File: src/logic/lpif_link_pkg.sv
/*
 * lpif link package
 * widths, link word field offsets, fifo sizing and the shared enums
 */
package lpif_link_pkg;

  // flit field widths
  localparam int lpif_word_w   = 141;
  localparam int lpif_data_w   = 128;
  localparam int lpif_half_w   = 64;
  localparam int lpif_state_w  = 4;
  localparam int lpif_protid_w = 2;
  localparam int lpif_crc_w    = 4;

  // field placement inside one link word
  localparam int state_lsb     = 0;
  localparam int protid_lsb    = 4;
  localparam int data_lsb      = 6;
  localparam int dvalid_bit    = 134;
  localparam int crc_lsb       = 135;
  localparam int crc_valid_bit = 139;
  localparam int valid_bit     = 140;

  // transmit fifo sizing
  localparam int fifo_depth  = 8;
  localparam int fifo_ptr_w  = $clog2(fifo_depth);
  localparam int fifo_cnt_w  = $clog2(fifo_depth + 1);

  // register port and counters
  localparam int cfg_addr_w = 2;
  localparam int cfg_data_w = 32;
  localparam int cnt_w      = 16;

  typedef enum logic [cfg_addr_w-1:0] {
    reg_ctrl     = 2'd0,
    reg_tx_count = 2'd1,
    reg_rx_count = 2'd2,
    reg_status   = 2'd3
  } cfg_reg_e;

  // lpif link state encodings
  typedef enum logic [lpif_state_w-1:0] {
    st_reset        = 4'b0000,
    st_active       = 4'b0001,
    st_active_pmnak = 4'b0011,
    st_l1           = 4'b0100,
    st_l2           = 4'b1000,
    st_linkreset    = 4'b1001,
    st_linkerror    = 4'b1010,
    st_retrain      = 4'b1011,
    st_disabled     = 4'b1100
  } lpif_state_e;

endpackage

File: src/logic/lpif_flit_packer.sv
/*
 * lpif flit packer
 * packs downstream flit fields into a 141-bit link word and unpacks
 * received words into registered upstream fields, with gen1 masking
 */
`timescale 1ns/10ps

module lpif_flit_packer
  import lpif_link_pkg::*;
(
  input  logic                     clk,
  input  logic                     reset,
  input  logic                     gen2_mode,
  // downstream channel
  input  logic [lpif_state_w-1:0]  dstrm_state,
  input  logic [lpif_protid_w-1:0] dstrm_protid,
  input  logic [lpif_data_w-1:0]   dstrm_data,
  input  logic                     dstrm_dvalid,
  input  logic [lpif_crc_w-1:0]    dstrm_crc,
  input  logic                     dstrm_crc_valid,
  input  logic                     dstrm_valid,
  output logic [lpif_word_w-1:0]   tx_word,
  // receive side
  input  logic [lpif_word_w-1:0]   rx_word,
  input  logic                     rx_valid,
  // upstream channel
  output logic [lpif_state_w-1:0]  ustrm_state,
  output logic [lpif_protid_w-1:0] ustrm_protid,
  output logic [lpif_data_w-1:0]   ustrm_data,
  output logic                     ustrm_dvalid,
  output logic [lpif_crc_w-1:0]    ustrm_crc,
  output logic                     ustrm_crc_valid,
  output logic                     ustrm_valid
);

  logic [lpif_data_w-1:0] tx_data;
  logic [lpif_data_w-1:0] rx_data;

  ///////////////////////////////
  // transmit packing
  ///////////////////////////////

  // gen1 only carries the lower half, upper half goes out as zero
  assign tx_data = gen2_mode ? dstrm_data :
                   {{(lpif_data_w-lpif_half_w){1'b0}}, dstrm_data[lpif_half_w-1:0]};

  assign tx_word[state_lsb +: lpif_state_w]   = dstrm_state;
  assign tx_word[protid_lsb +: lpif_protid_w] = dstrm_protid;
  assign tx_word[data_lsb +: lpif_data_w]     = tx_data;
  assign tx_word[dvalid_bit]                  = dstrm_dvalid;
  assign tx_word[crc_lsb +: lpif_crc_w]       = dstrm_crc;
  assign tx_word[crc_valid_bit]               = dstrm_crc_valid;
  assign tx_word[valid_bit]                   = dstrm_valid;

  ///////////////////////////////
  // receive unpacking
  ///////////////////////////////

  // same masking on the way back in
  assign rx_data = gen2_mode ? rx_word[data_lsb +: lpif_data_w] :
                   {{(lpif_data_w-lpif_half_w){1'b0}},
                    rx_word[data_lsb +: lpif_half_w]};

  // valid is a one cycle pulse behind rx_valid
  always_ff @(posedge clk) begin
    if (reset) begin
      ustrm_valid <= 1'b0;
    end else begin
      ustrm_valid <= rx_valid;
    end
  end

  // payload fields hold until the next received word
  always_ff @(posedge clk) begin
    if (rx_valid) begin
      ustrm_state     <= rx_word[state_lsb +: lpif_state_w];
      ustrm_protid    <= rx_word[protid_lsb +: lpif_protid_w];
      ustrm_data      <= rx_data;
      ustrm_dvalid    <= rx_word[dvalid_bit];
      ustrm_crc       <= rx_word[crc_lsb +: lpif_crc_w];
      ustrm_crc_valid <= rx_word[crc_valid_bit];
    end
  end

  // adapter must only send flits carrying a defined link state
  a_legal_state : assert property (@(posedge clk) disable iff (reset)
    dstrm_valid |-> dstrm_state inside {st_reset, st_active, st_active_pmnak, st_l1,
                                        st_l2, st_linkreset, st_linkerror, st_retrain,
                                        st_disabled});

endmodule

File: src/logic/lpif_link_regs.sv
/*
 * lpif link register block
 * mode control, flit counters and the sticky fifo overflow flag
 */
`timescale 1ns/10ps

module lpif_link_regs
  import lpif_link_pkg::*;
(
  input  logic                  clk,
  input  logic                  reset,
  input  logic                  cfg_wr,
  input  logic [cfg_addr_w-1:0] cfg_addr,
  input  logic [cfg_data_w-1:0] cfg_wdata,
  output logic [cfg_data_w-1:0] cfg_rdata,
  input  logic                  tx_flit,
  input  logic                  rx_flit,
  input  logic                  overflow,
  output logic                  gen2_mode,
  output logic                  loopback
);

  logic [cnt_w-1:0] tx_cnt;
  logic [cnt_w-1:0] rx_cnt;
  logic             ovf_flag;
  logic             wr_ctrl;
  logic             wr_tx_cnt;
  logic             wr_rx_cnt;
  logic             clr_ovf;

  // write decode
  assign wr_ctrl   = cfg_wr && (cfg_addr == reg_ctrl);
  assign wr_tx_cnt = cfg_wr && (cfg_addr == reg_tx_count);
  assign wr_rx_cnt = cfg_wr && (cfg_addr == reg_rx_count);
  assign clr_ovf   = cfg_wr && (cfg_addr == reg_status) && cfg_wdata[0];

  ///////////////////////////////
  // control register
  ///////////////////////////////

  // comes out of reset in gen2 with loopback off
  always_ff @(posedge clk) begin
    if (reset) begin
      gen2_mode <= 1'b1;
      loopback  <= 1'b0;
    end else if (wr_ctrl) begin
      gen2_mode <= cfg_wdata[0];
      loopback  <= cfg_wdata[1];
    end
  end

  ///////////////////////////////
  // counters and status
  ///////////////////////////////

  // counters wrap; any write to the address clears
  always_ff @(posedge clk) begin
    if (reset) begin
      tx_cnt <= '0;
      rx_cnt <= '0;
    end else begin
      if (wr_tx_cnt) begin
        tx_cnt <= '0;
      end else if (tx_flit) begin
        tx_cnt <= tx_cnt + 1'b1;
      end
      if (wr_rx_cnt) begin
        rx_cnt <= '0;
      end else if (rx_flit) begin
        rx_cnt <= rx_cnt + 1'b1;
      end
    end
  end

  // set beats clear when both land together
  always_ff @(posedge clk) begin
    if (reset) begin
      ovf_flag <= 1'b0;
    end else if (overflow) begin
      ovf_flag <= 1'b1;
    end else if (clr_ovf) begin
      ovf_flag <= 1'b0;
    end
  end

  // read mux
  always_comb begin
    cfg_rdata = '0;
    case (cfg_reg_e'(cfg_addr))
      reg_ctrl:     cfg_rdata[1:0] = {loopback, gen2_mode};
      reg_tx_count: cfg_rdata[cnt_w-1:0] = tx_cnt;
      reg_rx_count: cfg_rdata[cnt_w-1:0] = rx_cnt;
      reg_status:   cfg_rdata[0] = ovf_flag;
      default:      cfg_rdata = '0;
    endcase
  end

  a_ovf_sticky : assert property (@(posedge clk) disable iff (reset)
    $fell(ovf_flag) |-> $past(clr_ovf));

endmodule

File: src/logic/lpif_link_top.sv
/*
 * lpif link top
 * packer, transmit fifo, loopback receive mux and register block
 */
`timescale 1ns/10ps

module lpif_link_top
  import lpif_link_pkg::*;
(
  input  logic                     clk,
  input  logic                     reset,
  // downstream channel from the adapter
  input  logic [lpif_state_w-1:0]  dstrm_state,
  input  logic [lpif_protid_w-1:0] dstrm_protid,
  input  logic [lpif_data_w-1:0]   dstrm_data,
  input  logic                     dstrm_dvalid,
  input  logic [lpif_crc_w-1:0]    dstrm_crc,
  input  logic                     dstrm_crc_valid,
  input  logic                     dstrm_valid,
  // upstream channel to the adapter
  output logic [lpif_state_w-1:0]  ustrm_state,
  output logic [lpif_protid_w-1:0] ustrm_protid,
  output logic [lpif_data_w-1:0]   ustrm_data,
  output logic                     ustrm_dvalid,
  output logic [lpif_crc_w-1:0]    ustrm_crc,
  output logic                     ustrm_crc_valid,
  output logic                     ustrm_valid,
  // physical link side
  output logic [lpif_word_w-1:0]   link_tx_data,
  output logic                     link_tx_valid,
  input  logic                     link_hold,
  input  logic [lpif_word_w-1:0]   link_rx_data,
  input  logic                     link_rx_valid,
  // register port
  input  logic                     cfg_wr,
  input  logic [cfg_addr_w-1:0]    cfg_addr,
  input  logic [cfg_data_w-1:0]    cfg_wdata,
  output logic [cfg_data_w-1:0]    cfg_rdata
);

  logic [lpif_word_w-1:0] tx_word;
  logic [lpif_word_w-1:0] rx_word;
  logic                   rx_valid;
  logic                   fifo_overflow;
  logic                   gen2_mode;
  logic                   loopback;

  ///////////////////////////////
  // receive source select
  ///////////////////////////////

  // loopback turns the transmit fifo output straight back into the receiver
  assign rx_word  = loopback ? link_tx_data : link_rx_data;
  assign rx_valid = loopback ? link_tx_valid : link_rx_valid;

  lpif_flit_packer i_packer (
    .clk             (clk),
    .reset           (reset),
    .gen2_mode       (gen2_mode),
    .dstrm_state     (dstrm_state),
    .dstrm_protid    (dstrm_protid),
    .dstrm_data      (dstrm_data),
    .dstrm_dvalid    (dstrm_dvalid),
    .dstrm_crc       (dstrm_crc),
    .dstrm_crc_valid (dstrm_crc_valid),
    .dstrm_valid     (dstrm_valid),
    .tx_word         (tx_word),
    .rx_word         (rx_word),
    .rx_valid        (rx_valid),
    .ustrm_state     (ustrm_state),
    .ustrm_protid    (ustrm_protid),
    .ustrm_data      (ustrm_data),
    .ustrm_dvalid    (ustrm_dvalid),
    .ustrm_crc       (ustrm_crc),
    .ustrm_crc_valid (ustrm_crc_valid),
    .ustrm_valid     (ustrm_valid)
  );

  // every valid downstream flit is queued for the link
  lpif_word_fifo i_tx_fifo (
    .clk       (clk),
    .reset     (reset),
    .push      (dstrm_valid),
    .push_data (tx_word),
    .hold      (link_hold),
    .pop_valid (link_tx_valid),
    .pop_data  (link_tx_data),
    .overflow  (fifo_overflow)
  );

  lpif_link_regs i_regs (
    .clk       (clk),
    .reset     (reset),
    .cfg_wr    (cfg_wr),
    .cfg_addr  (cfg_addr),
    .cfg_wdata (cfg_wdata),
    .cfg_rdata (cfg_rdata),
    .tx_flit   (link_tx_valid),
    .rx_flit   (ustrm_valid),
    .overflow  (fifo_overflow),
    .gen2_mode (gen2_mode),
    .loopback  (loopback)
  );

endmodule

File: src/logic/lpif_word_fifo.sv
/*
 * lpif word fifo
 * small circular buffer of link words, drained one per cycle unless held
 */
`timescale 1ns/10ps

module lpif_word_fifo
  import lpif_link_pkg::*;
(
  input  logic                   clk,
  input  logic                   reset,
  input  logic                   push,
  input  logic [lpif_word_w-1:0] push_data,
  input  logic                   hold,
  output logic                   pop_valid,
  output logic [lpif_word_w-1:0] pop_data,
  output logic                   overflow
);

  logic [lpif_word_w-1:0] mem [fifo_depth];
  logic [fifo_ptr_w-1:0]  wr_ptr;
  logic [fifo_ptr_w-1:0]  rd_ptr;
  logic [fifo_cnt_w-1:0]  count;
  logic                   full;
  logic                   pop;
  logic                   do_push;

  assign full = (count == fifo_cnt_w'(fifo_depth));

  // drain whenever something is stored and the link is not holding
  assign pop = (count != '0) && !hold;

  // a full fifo still accepts if a slot frees up this cycle
  assign do_push  = push && (!full || pop);
  assign overflow = push && full && !pop;

  ///////////////////////////////
  // pointers and count
  ///////////////////////////////

  always_ff @(posedge clk) begin
    if (reset) begin
      wr_ptr <= '0;
      rd_ptr <= '0;
      count  <= '0;
    end else begin
      if (do_push) begin
        wr_ptr <= (wr_ptr == fifo_ptr_w'(fifo_depth - 1)) ? '0 : wr_ptr + 1'b1;
      end
      if (pop) begin
        rd_ptr <= (rd_ptr == fifo_ptr_w'(fifo_depth - 1)) ? '0 : rd_ptr + 1'b1;
      end
      case ({do_push, pop})
        2'b10:   count <= count + 1'b1;
        2'b01:   count <= count - 1'b1;
        default: count <= count;
      endcase
    end
  end

  // storage
  always_ff @(posedge clk) begin
    if (do_push) begin
      mem[wr_ptr] <= push_data;
    end
  end

  ///////////////////////////////
  // registered output
  ///////////////////////////////

  always_ff @(posedge clk) begin
    if (reset) begin
      pop_valid <= 1'b0;
    end else begin
      pop_valid <= pop;
    end
  end

  // old contents are read when a full fifo is written and popped together
  always_ff @(posedge clk) begin
    if (pop) begin
      pop_data <= mem[rd_ptr];
    end
  end

  a_count_bound : assert property (@(posedge clk) disable iff (reset)
    count <= fifo_cnt_w'(fifo_depth));

endmodule

File: config.mk
export PLATFORM = sky130hd
export DESIGN_NAME = lpif_link_top
export DESIGN_NICKNAME = d
export VERILOG_FILES = /design/src/logic/lpif_link_pkg.sv /design/src/logic/lpif_flit_packer.sv /design/src/logic/lpif_link_regs.sv /design/src/logic/lpif_link_top.sv /design/src/logic/lpif_word_fifo.sv
export SDC_FILE = /design/constraint.sdc
export NUM_CORES = 2
export LEC_CHECK = 0
export BUFFER_PORTS_ARGS = -buffer_cell sky130_fd_sc_hd__buf_2
export CAP_MARGIN = 25
export CELL_PAD_IN_SITES_DETAIL_PLACEMENT = 0
export CELL_PAD_IN_SITES_GLOBAL_PLACEMENT = 2
export CORE_MARGIN = 2
export CORE_UTILIZATION = 49
export DETAILED_ROUTE_END_ITERATION = 10
export PLACE_DENSITY_LB_ADDON = 0.1
export SYNTH_ARGS = -nofsm -noshare
export SYNTH_HDL_FRONTEND = slang
export SYNTH_HIERARCHICAL = 1
export SYNTH_SLANG_ARGS = --single-unit
File: constraint.sdc
create_clock -name clk -period 27.8 [get_ports clk]
set_input_delay 1.39 -clock clk [delete_from_list [all_inputs] [get_ports clk]]
set_output_delay 1.39 -clock clk [all_outputs]
set_load 0.01 [all_outputs]
== Word level (Yosys, flattened, before mapping) ==
Memory sizes are Yosys's and may differ from the RTL's. A register that Yosys moved wholly into a read port is not among the register bits.
Index checks and enable logic that the tools add are counted.

* Add/sub/neg operators: 6
* Multipliers: 0
* Divide/modulo/power cells: 0
* Magnitude comparators: 0
* Equality and inequality tests: 8
* Shift-type cells: 0
* Multiplexer cells: 13
* Bitwise gates (word level): 0
* Reduce and logical (&&, ||, !) cells: 19

{| class="wikitable"
|+ Operators by type and width
! cell !! number
|-
| two-way mux 140 bit || 1
|-
| two-way mux 128 bit || 1
|-
| adder 16 x 1 -> 16 bit (second input constant) || 2
|-
| one-hot mux 14 bit (2 select lines) || 1
|-
| logical AND 1 bit || 9
|-
| one-hot mux 4 bit (2 select lines) || 1
|-
| adder 3 x 1 -> 3 bit (second input constant) || 2
|-
| == test 2 bit (second input constant) || 3
|-
| == test 3 bit (second input constant) || 2
|-
| two-way mux 3 bit || 2
|-
| two-way mux 1 bit || 5
|-
| adder 4 x 1 -> 4 bit (second input constant) || 1
|-
| == test 2 x 1 -> 1 bit (second input constant) || 2
|-
| == test 4 bit (second input constant) || 1
|-
| one-hot mux 1 bit (4 select lines) || 1
|-
| nonzero test 2 bit || 2
|-
| nonzero test 4 bit || 1
|-
| OR reduction 2 bit || 2
|-
| subtractor 4 x 1 -> 4 bit (second input constant) || 1
|-
| logical NOT 1 bit || 3
|-
| one-hot mux 1 bit (3 select lines) || 1
|-
| logical NOT 2 bit || 1
|-
| logical OR 1 bit || 1
|}

* Bits in registers: 187
* Bits in latches: 0
* Memory bits (writable): 1128
* ROM bits: 0
* Input bits: 321
* Output and inout bits: 315
* Logic and storage cells: 64
* Memories: 1

{| class="wikitable"
|+ Memories
! name !! words !! bits a word !! read ports !! clocked after memory_dff !! write ports !! RTL line !! RTL
|-
| i_tx_fifo.mem || 8 || 141 || 1 || 1 || 1 || lpif_word_fifo.sv:20 || <nowiki>logic [lpif_word_w-1:0] mem [fifo_depth];</nowiki>
|}

== Longest topological paths before layout ==
* Word-level depth: 6
* Depth in mapped cells: 9
* Gate-level depth less buffers: 8

== Cells and area by module ==
Netlist, hierarchy kept.

{| class="wikitable"
|+ Modules (own cells, without submodules)
! module !! times used !! cells an instance !! area each (um^2) !! seq. area each (um^2)
|-
| lpif_word_fifo || 1 || 1860 || 47262.8 || 38326.8
|-
| lpif_flit_packer || 1 || 361 || 5796.8 || 4224.1
|-
| lpif_link_regs || 1 || 242 || 2055.7 || 700.7
|-
| lpif_link_top || 1 || 158 || 2042.0 || 0.0
|}

== Worst setup path before layout ==
OpenSTA, ideal clock, no wires.

* Kind: input -> register
* Start: input port dstrm_valid
* End: memory i_tx_fifo.mem[0][0] (enable)
* Library setup time: 0.986 ns
* Arrival time: 15.071 ns
* Data required time: 26.814 ns
* Slack: 11.743 ns
* Stages: 3
* Buffers on the path: 1
* Path through: clkbuf_1 o21ai_2 nor4_1

* Longest elaborated chain between the ends: 3

{| class="wikitable"
|+ RTL lines
! what !! RTL line !! RTL
|-
| from (decl) || lpif_link_top.sv:19 || <nowiki>input logic dstrm_valid,</nowiki>
|-
| logical AND 1 bit || lpif_word_fifo.sv:34 || <nowiki>assign do_push = push && (!full || pop);</nowiki>
|-
| two-way mux 1 bit || lpif_word_fifo.sv:63 || <nowiki>if (do_push) begin</nowiki>
|-
| two-way mux 1 bit (implied by the code) || lpif_word_fifo.sv:64 || <nowiki>mem[wr_ptr] <= push_data;</nowiki>
|-
| to (decl) || lpif_word_fifo.sv:20 ||
|}

Every way passes these cells.

== Final worst setup path ==
* Start: input port cfg_addr[1]
* End: output port cfg_rdata[0]

* Longest elaborated chain between the ends: 2
* Elaborated cells on any way between the ends: 5
* Classes of those cells: 3 x eq/ne; 1 x mux; 1 x reduce/logical

{| class="wikitable"
|+ RTL lines
! what !! RTL line !! RTL
|-
| from (decl) || lpif_link_top.sv:36 || <nowiki>input logic [cfg_addr_w-1:0] cfg_addr,</nowiki>
|-
| == test 2 bit (tied with other cells) || lpif_link_regs.sv:89 || <nowiki>case (cfg_reg_e'(cfg_addr))</nowiki>
|-
| one-hot mux 1 bit (4 select lines) * || lpif_link_regs.sv:89 ||
|-
| to (decl) || lpif_link_top.sv:38 || <nowiki>output logic [cfg_data_w-1:0] cfg_rdata</nowiki>
|}

Mark *: on every way between the ends. The rest lies on a longest branch, timed or not.

==> results.sh <==
export IMPL_num_rows=125
export IMPL_crit_path_cell_trace="buf_2 -> inv_1 -> ha_1 -> a222oi_1 -> mux2i_1 -> buf_2"
export IMPL_postCtsSetupBuffers=0
export IMPL_synth_cells=2620
export IMPL_ctsHoldBuffers=0
export IMPL_switching_power_mw=1.074
export IMPL_cp_required_ps=26410
export IMPL_pwr_share_comb_pct=8.4
export IMPL_setup_viol_count_final=0
export IMPL_critPathCaptureType="output pin"
export IMPL_cts_buffers=152
export IMPL_crit_path_top_delay_cell="ha_1"
export IMPL_critPathMaxStageDelay_ps=620
export IMPL_finalWirelength_um=122800
export IMPL_cap_violations=0
export IMPL_routed_via_count=26780
export IMPL_syn_avg_cell_area_um2=21.81
export IMPL_worst_pin_slew_ps=1095
export IMPL_firstDrtPassIters=7
export IMPL_drtIter0Drc=1982
export IMPL_detail_route_wl_per_cell_um=25.26
export IMPL_fill_cells=8728
export IMPL_area_sequential_um2=43270
export IMPL_initial_core_util_pct=49.31
export IMPL_finalCritPeriodShare_pct=15.16
export IMPL_total_power_mw=4.944
export IMPL_power_density_nw_per_um2=75.16
export IMPL_grt_pass1_wl_um=182600
export IMPL_clock_sinks=1456
export IMPL_hpwl_um=69100
export IMPL_cts_buffer_depth=3
export IMPL_cts_tree="built"
export IMPL_fin_worst_skew_ps=27.07
export IMPL_cp_arrival_ps=2830
export IMPL_fin_nets=3540
export IMPL_pin_count=636
export IMPL_path_common_cell="buf_2"
export IMPL_min_period_ps=4216
export IMPL_fp_dieH_um=345.5
export IMPL_min_path_type="reg -> reg"
export IMPL_start_kind="input port"
export IMPL_grt_antenna_before_repair=39
export IMPL_track_usage_pct=20.62
export IMPL_drc=0
export IMPL_outcome="completed"
export IMPL_power_frac_seq_pct=52.0
export IMPL_grt_pass1_vias=28320
export IMPL_place_congestion=0.7360
export IMPL_area_growth_pct=15.11
export IMPL_timing_slew_headroom_pct=27.01
export IMPL_overflow=0
export IMPL_max_freq_mhz=237.2
export IMPL_viasPerCell=5.509
export IMPL_rsz0062_at_grt="no"
export IMPL_multi_input_area_um2=12410
export IMPL_ys_warn_count=6
export IMPL_cts_root_buf="clkbuf_16"
export IMPL_p_leak_nw=21.99
export IMPL_clk_latency_ps=740
export IMPL_drive_gt1_share_pct=43.73
export IMPL_core_area_um2=115900
export IMPL_clkPwrFrac_pct=39.6
export IMPL_synth_area_um2=57150
export IMPL_dieArea_um2=119400
export IMPL_r2r_start="i_tx_fifo/rd_ptr[0]"
export IMPL_p_sw_share_pct=21.73
export IMPL_clkTransAtPathRegs_ps=60
export IMPL_die_w_um=345.5
export IMPL_intPower_mw=3.870
export IMPL_fin_setup_tns_ps=0
export IMPL_irDropWorstVdd_uv=53.17
export IMPL_hold_viol=0
export IMPL_numPortBuffers=588
export IMPL_maxSlewViolCount=0
export IMPL_cp_startpoint="cfg_addr[1]"
export IMPL_cts_resized=0
export IMPL_cp_max_fo=18
export IMPL_h_tree_depth=4
export IMPL_grt_max_degree=170
export IMPL_ant_nets=0
export IMPL_hold_start="i_regs/tx_cnt[14]"
export IMPL_path_class="in -> out"
==> layer usage <==
metal	vias to the layer above	global-route usage [%]	wire length (um)
met1	14001	27.41	51400
met2	760	34.30	61330
li1	11752	-	-
met4	44	5.317	2344
met3	223	5.077	7440
met5	-	0	267
==> path summary, 6_finish.rpt <==
kind                             to  slack (ps)  cells past startpoint
max                    cfg_rdata[0]       23580                      6
min               i_regs/tx_cnt[14]         510                      2
max reg2reg  i_tx_fifo/pop_data[59]       23640                      5
min reg2reg       i_regs/tx_cnt[14]         510                      2
==> flip-flops by register name, indices dropped and copies added (netlist names), 4 cells and up <==
signal,cells
i_tx_fifo/mem,1128
i_tx_fifo/count,4
i_packer/ustrm_data,128
i_packer/ustrm_state,4
i_regs/tx_cnt,16
i_packer/ustrm_crc,4
i_tx_fifo/pop_data,141
i_regs/rx_cnt,16
==> metrics by stage <==
step	std cells	hold WS (ps)	setup WS (ps)	util, %	area, um^2
after global placement	4575	485.3	23030	52.56	60910
after global routing	4859	545.0	23180	56.75	65770
after detailed placement	4575	499.2	22970	52.56	60910
after CTS	4857	510.3	22970	56.73	65740
final	4861	505.5	23580	56.76	65780
after floorplan	2635	455.5	11740	-	57200
==> cell usage in the layout, fill, tap and decap left out, types with 14 or more instances in the layout <==
cell and count:
clkbuf_1 45, buf_2 588, nor2b_1 16, edfxtp_1 1409, mux2_4 80, a21oi_1 16, mux4_2 282, buf_4 44
mux2_2 202, clkbuf_16 158, conb_1 16, clkinv_1 33, dfxtp_1 42, a22oi_1 14, nor2_1 37, and2_2 27
and2_1 101, clkinv_2 19, nand2_1 24, nand3_1 14
==> power groups by stage <==
stage / Clock, mW / Sequential [mW] / Combinational, mW
after global placement: 0 / 2.61 / 0.415
final: 1.96 / 2.57 / 0.416
after detailed placement: 0 / 2.62 / 0.422
after floorplan: 0 / 2.63 / 0.293
after CTS: 2.01 / 2.57 / 0.425
after global routing: 2.10 / 2.58 / 0.452
==> layout make-up <==
class / count / area share [%]
Antenna cell: 3 / 0.01141
Clock buffer: 203 / 6.268
Clock inverter: 79 / 1.075
Inverter: 10 / 0.05706
Multi-Input combinational cell: 952 / 18.86
Sequential cell: 1456 / 65.78
Tap cell: 1524 / 2.899
Timing Repair Buffer: 634 / 5.048
==> worst max-delay path, delay by kind of cell <==
family,cells,cell delay (ps)
adders and majority gates,1,620
buffers and inverters,3,380
AOI/OAI and AO/OA,1,250
muxes,1,170
(Power assumes the default switching activity.)
